### config.mk
export PLATFORM = sky130hd
export DESIGN_NAME = argmaxSelect
export DESIGN_NICKNAME = d
export VERILOG_FILES = /design/src/include/mlpWeights_cfg.svh /design/src/design/mlpPkg.sv /design/src/design/argmaxSelect.sv
export VERILOG_INCLUDE_DIRS = /design/src /design/src/include
export SDC_FILE = /design/constraint.sdc
export NUM_CORES = 1
export LEC_CHECK = 0
export BUFFER_PORTS_ARGS = -buffer_cell sky130_fd_sc_hd__buf_2
export CORE_MARGIN = 5
export CORE_UTILIZATION = 47
export DETAILED_ROUTE_END_ITERATION = 10
export GPL_TIMING_DRIVEN = 1
export HOLD_SLACK_MARGIN = 0.05
export PLACE_DENSITY = 0.9
export SYNTH_ARGS = -nofsm -noshare
export SYNTH_HDL_FRONTEND = slang
export SYNTH_SLANG_ARGS = --single-unit
### constraint.sdc
create_clock -name clk -period 4.4 [get_ports clk]
set_input_delay 0.22 -clock clk [delete_from_list [all_inputs] [get_ports clk]]
set_output_delay 0.22 -clock clk [all_outputs]
set_load 0.05 [all_outputs]
### src/include/mlp_cfg.svh
`ifndef MLP_CFG_SVH
`define MLP_CFG_SVH

// network shape
`define MLP_FEATURES 15 // input features per vector
`define MLP_HIDDEN 4
`define MLP_CLASSES 3

// data widths
`define MLP_ACT_W 16 // unsigned activation and score width
`define MLP_ACC_W 32 // products and sums, wrap on overflow

// weights and biases are Q13 so the sum carries 13 fraction bits
`define MLP_FRAC 13

// each dense layer takes three edges and the argmax stage one more
// scores appear one edge before result
`define MLP_LATENCY 7

`endif

### src/include/mlpWeights_cfg.svh
`ifndef MLP_WEIGHTS_CFG_SVH
`define MLP_WEIGHTS_CFG_SVH

// tables read left to right, so the first word listed is word 0
// word n*inputs+i is the weight from input i into neuron n

// hidden layer, one row of 15 weights per neuron
`define MLP_HIDDEN_WEIGHTS { \
	-32'sd2210,  32'sd3104, -32'sd1875,  32'sd1420,  32'sd5630, \
	 32'sd980,   32'sd2245,  32'sd6120, -32'sd4310,  32'sd1105, \
	 32'sd612,   32'sd1980,  32'sd1377, -32'sd1460, -32'sd3350, \
	 32'sd4120, -32'sd3870,  32'sd2650, -32'sd980,   32'sd1730, \
	-32'sd5220,  32'sd3340,  32'sd870,   32'sd2790, -32'sd1640, \
	 32'sd4460, -32'sd720,   32'sd2085,  32'sd3910, -32'sd2470, \
	 32'sd1530,  32'sd2260, -32'sd4780,  32'sd3650, -32'sd1190, \
	 32'sd2840, -32'sd3020,  32'sd1715,  32'sd960,   32'sd4380, \
	-32'sd2560,  32'sd3175, -32'sd890,   32'sd1240,  32'sd2690, \
	-32'sd3480,  32'sd1090,  32'sd3870, -32'sd2130,  32'sd2410, \
	 32'sd1660, -32'sd1380, -32'sd2945,  32'sd5120, -32'sd860, \
	 32'sd1970,  32'sd2530, -32'sd4210,  32'sd675,   32'sd1845 }

`define MLP_HIDDEN_BIASES { \
	 32'sd480, -32'sd1250,  32'sd2040, -32'sd760 }

// output layer, one row of 4 weights per class
`define MLP_OUTPUT_WEIGHTS { \
	 32'sd6150, -32'sd3240,  32'sd4480, -32'sd1720, \
	-32'sd2860,  32'sd5370, -32'sd1940,  32'sd3810, \
	 32'sd2470,  32'sd1930, -32'sd5060,  32'sd4290 }

`define MLP_OUTPUT_BIASES { \
	 32'sd350, -32'sd820,  32'sd610 }

`endif

### src/design/mlpPkg.sv
`default_nettype none

`include "mlp_cfg.svh"

package mlpPkg;

	// width of the winning class index
	localparam int classWidth = $clog2(`MLP_CLASSES);

	typedef logic [`MLP_ACT_W-1:0] activation; // unsigned Q13-scaled value
	typedef logic signed [`MLP_ACC_W-1:0] accumulator;

	// one sample entering the network
	typedef struct packed
	{
		activation [`MLP_FEATURES-1:0] feature;
	} featureVector;

	typedef struct packed
	{
		activation [`MLP_HIDDEN-1:0] hidden;
	} hiddenVector;

	// raw output layer activations, one per class
	typedef struct packed
	{
		activation [`MLP_CLASSES-1:0] score;
	} scoreVector;

	typedef struct packed
	{
		logic [classWidth-1:0] classIndex; // lowest index wins a tie
		activation score;
	} classResult;

endpackage

`default_nettype wire

### src/design/argmaxSelect.sv
`timescale 1ns/1ps
`default_nettype none

`include "mlp_cfg.svh"

module argmaxSelect
	import mlpPkg::*;
#(
	parameter int classCount = `MLP_CLASSES
)
(
	input logic clk,
	input logic reset,
	input scoreVector scoresIn,
	output classResult result
);

	classResult best;

	// scan upward and take a later score only when strictly larger
	always_comb
	begin
		best.classIndex = '0;
		best.score = scoresIn.score[0];
		for (int c = 1; c < classCount; c++)
		begin
			if (scoresIn.score[c] > best.score) // both unsigned
			begin
				best.classIndex = classWidth'(c);
				best.score = scoresIn.score[c];
			end
		end
	end

	always_ff @(posedge clk)
	begin
		if (reset)
		begin
			result <= '0; // class 0 with a zero score
		end
		else
		begin
			result <= best;
		end
	end

endmodule

`default_nettype wire

---- Yosys cells after proc, flatten, opt, wreduce, memory -nomap -nowiden ----
Cells that the tools add are included.
storage, ports and cells
  output and inout port bits .............. 18
  bits of input ports ..................... 50
  register bits ........................... 18
operators by class
  mux-type cells .......................... 2
  reduce and logical (&&, ||, !) cells .... 1
  $lt $le $gt $ge ......................... 2
operators by type and width
  cell              count
  $gt A16 B16 Y1    2
  $mux W18          1
  $mux W17          1
  $reduce_or A2 Y1  1

---- Depth between registers and ports, before layout ----
Gate-level depths: netlist of run 1.
  depth in word-level cells ............... 4
  gate-level depth with buffers ........... 16
  mapped depth without buffers ............ 14

---- Worst setup path before layout of run 1 ----
OpenSTA, ideal clock, no wires.
  path type ............................... input -> register
  start point ............................. input port scoresIn[15] (netlist name)
  end point ............................... register result[13] (netlist name)
  cell stages on the path ................. 16
  buffers on the path ..................... 2
  path slack .............................. 0.910 ns
  arrival time ............................ 3.361 ns
  cells stage by stage .................... inv_1 > ha_1 > nand4_2 > nor4_2 > o21ai_1 > a31oi_4 > buf_8 > mux2i_1 > ha_1 > nor2b_1 > o211ai_1 > a21oi_1 > o311ai_1 > a21oi_1 > clkbuf_1 > o2bb2ai_1
between the ends
  longest elaborated chain between the ends .. 4
RTL lines
  item                  RTL line            text
  start, declared       argmaxSelect.sv:14  input scoreVector scoresIn,
  $gt A16 B16 Y1        argmaxSelect.sv:27  if (scoresIn.score[c] > best.score)
  $mux W17 (*)          argmaxSelect.sv:27
  $gt A16 B16 Y1        argmaxSelect.sv:27
  $mux W18 (*)          argmaxSelect.sv:27
  end signal, assigned  argmaxSelect.sv:43  result <= best;
  end, declared         argmaxSelect.sv:15  output classResult result
Every way passes the cells marked *; elsewhere a longest branch is shown, timed or not.
A chain may end at the register's enable or synchronous reset.

---- Worst setup path in the final report of run 1 ----
  start point ............................. input port scoresIn[15] (netlist name)
  end point ............................... register result[0] (netlist name)
Same word-level chain as after synthesis.

==> metrics.md, run 1 <==
| Metric | Value |
|---|---|
| Run status | finished clean |
| Crit path largest cell delay | 0.54 ns |
| Setup bufs post-CTS | 0 |
| Internal power contribution | 317.2 uW |
| Number of antenna diodes | 0 |
| CP Data Required Time | 4.62 ns |
| Areal power density over the cells | 293.0 nW/um2 |
| Vias per cell | 5.074 |
| Worst slew margin relative to its limit | 59.71% |
| Top post-synthesis cells by area | ha_1 (27%), dfxtp_1 (24%), mux2i_1 (10%) |
| Root buf cell | clkbuf_4 |
| Number of antenna-violating nets in the routed design | 0 |
| Via count of the first global-routing pass | 1329 |
| Area of the die | 4406 um2 |
| Placeable core region | 3053 um2 |
| Fraction of final layout cells with drive strength greater than 1 | 33.77% |
| Routed vias | 1380 |
| Post-route setup slack | 0.5601 ns |
| Layout area overhead | 27.14% |
| Post-synthesis cell count | 159 |
| Number of max-slew violations in the final report | 0 |
| Clock tree sinks | 18 |
| Type of the worst setup path | in2reg |
| Hold violation count in the final report | 0 |
| Starting utilization of the core area | 48.93% |
| Proportion of power drawn by combinational gates | 51.9% |
| Longest Clk Path Bufs | 2 |
| Htree depth | 1 |
| Setup_tns | 0 ns |
| TritonCTS clock tree | built |
| Data arrival, critical path | 4.06 ns |
| CP Cell Sequence | buf_2 -> inv_1 -> ha_1 -> nand4_2 -> nor3_1 -> o21ai_0 -> a31oi_4 -> buf_4 -> mux2i_1 -> ha_1 -> nand4_1 -> nor2_1 -> nand2_1 -> o311ai_1 -> a21oi_1 -> buf_4 -> a22o_1 |
| CTS buffer count | 3 |
| WL final | 3.459 mm |
| Overall die height | 66.38 um |
| Detailed-route DRC error count | 0 |
| Net Sw Frac | 42.99% |
| Switching power summed over all nets | 239.2 uW |
| Synthesized flop and latch total | 18 |
| Peak ir drop on the vdd network | 0.1223 mV |
| Largest registers | result x18 |
| Number of top-level pins | 68 |
| CP endpoint kind | flop |
| Highest-count cells in the layout ignoring fill and taps | buf_2 (67), ha_1 (32), inv_1 (19), dfxtp_1 (18), mux2i_1 (15) |
| Net Count, Synth | 241 |
| Antenna violations before repair | 0 |
| Unrepaired setup endpoints after global routing | false |
| Fraction of post-synthesis cell area in the top cell type by area | 26.80% |
| Avg WL per Cell | 12.72 um |
| Share of power burned in the clock network | 13.6% |
| P_leak | 0.001010 uW |
| Most frequent standard cell in the layout excluding fill and tap cells | buf_2 |
| Router iterations before antenna repair | 4 |
| Number of nets in the layout | 312 |
| Synth Cell Area | 1494 um2 |
| Placed wire-length estimate | 3.090 mm |
| Area occupied by multi-input gates | 1040 um2 |
| Largest register by flop count | result |
| Iteration-0 DRC count of the detailed router | 54 |
| Average size of a mapped cell | 9.396 um2 |
| Setup crit start kind | input pin |
| Critical-path cell with the highest stage delay | a21oi_1 |
| DIE WIDTH | 66.38 um |
| Post-layout min period | 3.840 ns |
| Number of filler instances in the final layout | 289 |
| Final period util | 87.27% |
| Pin count of the biggest net entering global routing | 16 |
| Total setup violations reported at the end of the flow | 0 |
| Gates resized, CTS repair | 0 |
| Proportion of power drawn by flip-flops and latches | 34.6% |
| Biggest area consumer among synthesized cells | ha_1 |
| Number of buffers added on ports | 67 |
| Worst hold path class | in2reg |
| Synth cell types | 32 |
| Maximum capacitance violations | 0 |
| Slew at the pin closest to its max-slew limit | 0.6044 ns |
| Std cell rows | 20 |
| Footprint of the flip-flops and latches | 360.3 um2 |
| Total congestion overflow | 0 |
| Worst-path maximum fanout | 12 |
| CTS clk-pin slew, worst paths | 0.09 ns |
| Routability cong. | 0.8175 |
| Share of the yosys chip area belonging to registers | 24.12% |
| Global-route wire length before repair | 5.809 mm |
| Global-route total usage across every layer | 16.73% |
| CTS hold repair buffers | 0 |
| Peak Freq | 260.4 MHz |
| Placement-stage worst setup slack | 0.3236 ns |
| Count of yosys warnings during synthesis | 0 |
| Largest register FFs | 18 |
| Total power | 556.4 uW |
-- power by group through the flow --
stage          clock (uW)  sequential, uW  combinational, uW
6_report             75.5             192                289
5_1_grt              86.3             196                316
4_1_cts              76.8             193                290
3_5_place_dp            0             197                289
3_3_place_gp            0             197                283
2_1_floorplan           0             288                120
-- area by class of cell --
type                       instances  share of cell area, %
clock buffer                       3                  1.186
sequential                        18                  18.97
multi-input combinational        119                  54.74
inverter                          19                  3.755
timing repair buffer              69                  18.45
tap                               44                  2.899
-- worst max-delay path: cells and delay by family --
kind	cells	cell delay, ns
AO/OA/AOI/OAI	5	1.48
adder cells (fa/ha/maj)	2	0.64
buffers and inverters	4	0.68
AND/OR/NAND/NOR	5	0.68
multiplexers	1	0.36
-- per-layer routing --
metal,part of all wire (%),track usage (%)
met1,46,22.23
met3,6.2,2.041
met5,0,0
met4,1.0,6.091
met2,47,27.39
-- Yosys cell counts, drive strengths merged --
cell type	n
ha	32
a21o	2
and2	2
nor2b	1
mux2i	15
nand2b	1
a31oi	1
buf	1
o21ai	4
nor2	4
nand3	3
o31ai	1
nor3	2
a21oi	12
and3b	1
nand2	7
o211ai	1
inv	19
a21boi	2
o2bb2ai	15
nand3b	1
nor4	2
clkbuf	2
dfxtp	18
nand4	7
o311ai	1
a22o	1
mux2	1
-- metrics by stage --
stage / util, % / hold slack (ns) / std cells / instance area [um2]
5_1_grt: 62.21 / 0.1450 / 272 / 1899
3_5_place_dp: 61.48 / 0.4447 / 269 / 1877
4_1_cts: 62.21 / 0.1529 / 272 / 1899
6_report: 62.21 / 0.1559 / 272 / 1899
2_1_floorplan: - / 0.3277 / 159 / 1494
3_3_place_gp: 61.48 / 0.4424 / 269 / 1877
-- path summary, 6_finish.rpt --
path,start,endpoint,slack (ns),depth (start not counted)
hold / removal,scoresIn[38],result[6],0.16,2
setup / recovery,scoresIn[15],result[0],0.56,17
-- cells by family (layout without fill, tap and decap cells) --
group / after synthesis / count (layout) / share of synthesized area (%)
flip-flops: 18 / 18 / 24.12
multiplexers: 16 / 16 / 10.80
AO/OA/AOI/OAI: 40 / 40 / 20.18
adder cells (fa/ha/maj): 32 / 32 / 26.80
buffers and inverters: 22 / 91 / 6.281
AND/OR/NAND/NOR: 31 / 31 / 11.81
No activity file was read; power rests on OpenSTA's default activity.
==> inputs of run 2 (changes only) <==
- CELL_PAD_IN_SITES_DETAIL_PLACEMENT: not set -> 1
- CELL_PAD_IN_SITES_GLOBAL_PLACEMENT: not set -> 1
- CORE_UTILIZATION: 47 -> 34
==> run 2 against run 1 <==
  * Setup slack got worse by 0.076 ns
  * Critical endpoint is now result[12]
  * Via count increased by 5.2%
  * Non-clock buffer count unchanged
  * Core utilization decreased by 17 points
  * Total power increased by 8.7%
  * Critical path type unchanged
==> metrics.md, run 2 (same netlist as run 1, synthesis figures left out) <==
| Metric | Value |
|---|---|
| Run status | finished clean |
| Total congestion overflow | 0 (unchanged) |
| TritonCTS clock tree | built |
| Avg WL per Cell | 16.10 um (+27%) |
| Largest register FFs | 18 (unchanged) |
| Longest Clk Path Bufs | 2 (unchanged) |
| Internal power contribution | 351.0 uW (+11%) |
| Slew at the pin closest to its max-slew limit | 0.6781 ns (+0.07375 ns) |
| Pin count of the biggest net entering global routing | 16 (unchanged) |
| Global-route total usage across every layer | 15.21% (-1.5 points) |
| Number of top-level pins | 68 (unchanged) |
| Std cell rows | 24 (+20%) |
| Number of max-slew violations in the final report | 0 (unchanged) |
| Gates resized, CTS repair | 0 (unchanged) |
| Starting utilization of the core area | 34.79% (-14 points) |
| Post-route met1 wirelength | 1.752 mm (+10%) |
| Routed vias | 1452 (+5.2%) |
| Htree depth | 1 (unchanged) |
| Layout Cell Area excl Fill | 1941 um2 (+2.2%) |
| Setup bufs post-CTS | 0 (unchanged) |
| Placed wire-length estimate | 4.046 mm (+31%) |
| Post-layout min period | 3.916 ns (+0.07608 ns) |
| P_leak | 0.001022 uW (+1.2%) |
| Worst hold path class | in2reg |
| DIE WIDTH | 76.29 um (+15%) |
| Unrepaired setup endpoints after global routing | false |
| Placeable core region | 4294 um2 (+41%) |
| Root buf cell | clkbuf_8 |
| Detailed-route DRC error count | 0 (unchanged) |
| Antenna violations before repair | 0 (unchanged) |
| Clock tree sinks | 18 (unchanged) |
| Maximum capacitance violations | 0 (unchanged) |
| Fin util | 45.19% (-17 points) |
| Worst-path maximum fanout | 15 (+3) |
| Most common cell on crit path | ha_1 |
| Via count of the first global-routing pass | 1600 (+20%) |
| CP Data Required Time | 4.55 ns (-0.07 ns) |
| CTS clk-pin slew, worst paths | 0.06 ns (-0.03 ns) |
| Switching power summed over all nets | 254.1 uW (+6.2%) |
| Met2 wire length | 2.506 mm (+55%) |
| Vias per cell | 5.186 (+2.2%) |
| WL final | 4.508 mm (+30%) |
| Layout area overhead | 29.90% |
| Peak Freq | 255.4 MHz (-1.9%) |
| Router iterations before antenna repair | 4 (unchanged) |
| Final period util | 89.00% (+1.7 points) |
| Areal power density over the cells | 311.8 nW/um2 (+6.4%) |
| Footprint of the flip-flops and latches | 360.3 um2 (unchanged) |
| Worst-case hold slack | 0.1923 ns (+0.03632 ns) |
| Type of the worst setup path | in2reg |
| Area of the die | 5819 um2 (+32%) |
| Total setup violations reported at the end of the flow | 0 (unchanged) |
| Highest-count cells in the layout ignoring fill and taps | buf_2 (67), ha_1 (32), inv_1 (19), dfxtp_1 (18), mux2i_1 (15) |
| Iteration-0 DRC count of the detailed router | 79 (+46%) |
| Data arrival, critical path | 4.07 ns (about the same) |
| Cell type group with the largest total delay on the critical path | compound AO/OA/AOI/OAI gates |
| Worst slew margin relative to its limit | 54.79% (-4.9 points) |
| Global-route wire length before repair | 7.286 mm (+25%) |
| Hold violation count in the final report | 0 (unchanged) |
| CP Cell Sequence | buf_2 -> inv_1 -> ha_1 -> nand4_2 -> nor4_2 -> o21ai_1 -> a31oi_4 -> buf_12 -> mux2i_1 -> ha_1 -> a21oi_1 -> a21boi_0 -> o31ai_1 -> nand3b_1 -> o2bb2ai_1 |
| Critical-path cell with the highest stage delay | nand3b_1 |
| Net Sw Frac | 41.99% (-1.0 points) |
| Largest register by flop count | result |
| Number of filler instances in the final layout | 547 (+89%) |
| Fraction of final layout cells with drive strength greater than 1 | 33.77% (unchanged) |
| Share of power burned in the clock network | 18.0% (+4.4 points) |
| Peak ir drop on the vdd network | 0.09162 mV (-25%) |
| Number of antenna-violating nets in the routed design | 0 (unchanged) |
| Area occupied by multi-input gates | 1040 um2 (unchanged) |
| CP endpoint kind | flop |
| CTS buffer count | 3 (unchanged) |
| Most frequent standard cell in the layout excluding fill and tap cells | buf_2 |
| Number of nets in the layout | 312 (unchanged) |
| Proportion of power drawn by flip-flops and latches | 32.0% (-2.6 points) |
| Buf/Inv on CP | 3 (-1) |
| Placed standard-cell area | 1899 um2 (+1.2%) |
| Met3 routed WL | 204 um (-4.7%) |
| Setup crit start kind | input pin |
| Overall die height | 76.29 um (+15%) |
| Proportion of power drawn by combinational gates | 50.0% (-1.9 points) |
| Number of antenna diodes | 0 (unchanged) |
| Setup_tns | 0 ns (unchanged) |
| Uppermost metal layer occupied by signal nets | met4 |
| Routability cong. | 0.8392 (+2.7%) |
| Largest registers | result x18 |
| CTS hold repair buffers | 0 (unchanged) |
| Number of buffers added on ports | 67 (unchanged) |
| Crit path largest cell delay | 0.50 ns (-0.04 ns) |
run 2: changes by cell type in the layout (fill, tap and decap cells not counted):
cell      delta
clkbuf_8     +3
buf_4        -1
clkbuf_4     -3
buf_12       +1
run 2: path summary, 6_finish.rpt:
path,depth (start not counted),start,endpoint
setup / recovery,15,scoresIn[13],result[12]
hold / removal,2,scoresIn[38],result[6]
run 2: power by group through the flow:
stage,Clock (uW),Sequential [uW],Combinational [uW]
global route,119,196,329
global placement,0,196,292
finish,109,194,303
detailed placement,0,197,302
floorplan,0,288,120
CTS,112,194,305
run 2: through the flow:
stage          cells  power (uW)  worst slack, ns
2_1_floorplan    159       407.6           0.9104
3_3_place_gp     277       488.1           0.4620
3_5_place_dp     277       499.8           0.2589
4_1_cts          280       611.6           0.4885
5_1_grt          280       644.3           0.1617
6_report         280       605.1           0.4840
run 2: per-layer routing:
layer,up-vias,global-route usage [%]
li1,732,-
met1,682,16.06
met2,34,29.28
met3,4,2.955
met4,0,5.420
met5,-,0
run 2: area by class of cell:
type,count,area share (%)
Multi-Input combinational cell,119,53.58
Timing Repair Buffer,69,18.70
Sequential cell,18,18.57
Inverter,19,3.675
Tap cell,52,3.353
Clock buffer,3,2.128
==> inputs of run 3 (changes only) <==
- SETUP_SLACK_MARGIN: not set -> 0.5
==> run 3 against run 2 <==
  * Wire length is 7.0% higher
  * Maximum frequency increased by 4.8%
  * Sequential share of layout area down 0.52 points
  * Highest routed layer unchanged
  * First-iteration DRC count decreased by 39%
  * Critical path depth increased by 2
  * Critical path type unchanged
  * Clock-buffer cell count unchanged
  * Clock power about the same
==> metrics.md, run 3 (same netlist as run 1, synthesis figures left out) <==
| Metric | Value |
|---|---|
| Run status | finished clean |
| Hold wc startpoint | scoresIn[38] |
| P_leak | 0.001056 uW (+3.3%) |
| Layout area overhead | 33.67% |
| Number of max-slew violations in the final report | 0 (unchanged) |
| Unrepaired setup endpoints after global routing | false |
| Total setup violations reported at the end of the flow | 0 (unchanged) |
| Number of nets in the layout | 319 (+2.2%) |
| Global-route total usage across every layer | 15.21% (unchanged) |
| Iteration-0 DRC count of the detailed router | 48 (-39%) |
| Std cell rows | 24 (unchanged) |
| TritonCTS clock tree | built |
| Worst hold path class | in2reg |
| Vias per cell | 5.240 (+1.1%) |
| Placed standard-cell area | 1899 um2 (unchanged) |
| CP Data Required Time | 4.54 ns (about the same) |
| Largest register FFs | 18 (unchanged) |
| Type of the worst setup path | in2reg |
| Peak ir drop on the vdd network | 0.09150 mV (-0.13%) |
| CTS buffer count | 3 (unchanged) |
| Post-layout min period | 3.738 ns (-0.1785 ns) |
| Pin count of the biggest net entering global routing | 16 (unchanged) |
| Setup crit start kind | input pin |
| Layout Cell Area excl Fill | 1997 um2 (+2.9%) |
| Cell depth of the worst hold path | 2 (unchanged) |
| Maximum capacitance violations | 0 (unchanged) |
| Cell total after placement | 277 (unchanged) |
| Final period util | 84.94% (-4.1 points) |
| Areal power density over the cells | 310.8 nW/um2 (-0.32%) |
| Routed vias | 1504 (+3.6%) |
| Largest register by flop count | result |
| WL final | 4.824 mm (+7.0%) |
| Routability cong. | 0.8392 (unchanged) |
| Overall die height | 76.29 um (unchanged) |
| Via count of the first global-routing pass | 1600 (unchanged) |
| Largest registers | result x18 |
| Hold EP | result[6] |
| DIE WIDTH | 76.29 um (unchanged) |
| Setup_tns | 0 ns (unchanged) |
| Number of antenna-violating nets in the routed design | 0 (unchanged) |
| Number of top-level pins | 68 (unchanged) |
| CTS clk-pin slew, worst paths | 0.06 ns (about the same) |
| Data arrival, critical path | 3.88 ns (-0.19 ns) |
| Area of the die | 5819 um2 (unchanged) |
| Number of antenna diodes | 0 (unchanged) |
| Peak Freq | 267.6 MHz (+4.8%) |
| Highest-count cells in the layout ignoring fill and taps | buf_2 (67), ha_1 (32), inv_1 (19), dfxtp_1 (18), mux2i_1 (15) |
| Number of buffers added on ports | 67 (unchanged) |
| Total congestion overflow | 0 (unchanged) |
| Fraction of final layout cells with drive strength greater than 1 | 36.17% (+2.4 points) |
| Most frequent standard cell in the layout excluding fill and tap cells | buf_2 |
| Root buf cell | clkbuf_8 |
| Slew at the pin closest to its max-slew limit | 0.4823 ns (-0.1958 ns) |
| CTS hold repair buffers | 0 (unchanged) |
| Global-route wire length before repair | 7.286 mm (unchanged) |
| Total power | 620.6 uW (+2.6%) |
| Htree depth | 1 (unchanged) |
| Placement-stage worst setup slack | 0.2589 ns (unchanged) |
| Avg WL per Cell | 16.81 um (+4.4%) |
| Antenna violations before repair | 0 (unchanged) |
| Number of standard cells in the layout, taps in and fillers out | 287 (+2.5%) |
| Placed wire-length estimate | 4.046 mm (unchanged) |
| Clock tree sinks | 18 (unchanged) |
| Longest Clk Path Bufs | 2 (unchanged) |
| Placeable core region | 4294 um2 (unchanged) |
| CP endpoint kind | flop |
| Worst slew margin relative to its limit | 67.34% (+13 points) |
| Hold violation count in the final report | 0 (unchanged) |
| Starting utilization of the core area | 34.79% (unchanged) |
| Post-route setup slack | 0.6625 ns (+0.1785 ns) |
| Detailed-route DRC error count | 0 (unchanged) |
| Worst-path maximum fanout | 9 (-6) |
| Router iterations before antenna repair | 4 (unchanged) |
## run 3: changes by cell type in the layout (fill, tap and decap cells not counted)
cell,previous run,this run
buf_4,1,8
a21oi_1,12,11
a21oi_2,0,1
## run 3: per-stage QoR
| step | hold WS [ns] | utilization, % |
|---|---|---|
| after global placement | 0.4435 | 44.23 |
| final | 0.1923 | 46.50 |
| after detailed placement | 0.4500 | 44.23 |
| after CTS | 0.1895 | 45.19 |
| after global routing | 0.1981 | 46.50 |
| after floorplan | 0.3277 | - |
## run 3: metal layers
layer  track usage, %  wire length, um
met1            16.06             1883
met2            29.28             2506
met3            2.955              251
met4            5.420              183
met5                0                0
## run 3: worst max-delay path by stage
stage | from | end | depth (start not counted)
2_1_floorplan | scoresIn[15] | result[13] | 16
3_3_place_gp | scoresIn[15] | result[13] | 16
3_5_place_dp | scoresIn[13] | result[12] | 15
4_1_cts | scoresIn[13] | result[12] | 15
5_1_grt | scoresIn[13] | result[0] | 17
6_report | scoresIn[13] | result[0] | 17
## run 3: area by class of cell
type	instances	area (um2)
Multi-Input combinational cell	119	1044
Fill cell	539	2297
Sequential cell	18	360.3
Clock buffer	3	41.29
Inverter	19	71.32
Tap cell	52	65.06
Timing Repair Buffer	76	415.4
## run 3: power by group
part	internal, uW	leakage (uW)	switching (uW)	total (uW)
clock network	60.7	0.0000216	48.1	109
logic	113	0.000884	205	318
registers	188	0.000150	5.33	194
total	362	0.00106	259	621
## run 3: repair_timing
action | in CTS | in global routing
setup endpoints to repair | 1 | 17
gates resized for setup | 0 | 1
gates cloned | 0 | 0
buffers inserted | 0 | 7
pin swaps | 1 | 1
## run 3: critical path, cell delays in order
cell and delay, ns:
buf_2 0.09, inv_1 0.07, ha_1 0.34, nand4_2 0.16, nor4_2 0.36, o21ai_1 0.17
a31oi_4 0.24, buf_4 0.19, mux2i_1 0.28, ha_1 0.30, nor2b_1 0.14, o211ai_1 0.16
a21oi_1 0.09, o311ai_1 0.43, a21oi_2 0.22, buf_4 0.22, a22o_1 0.19
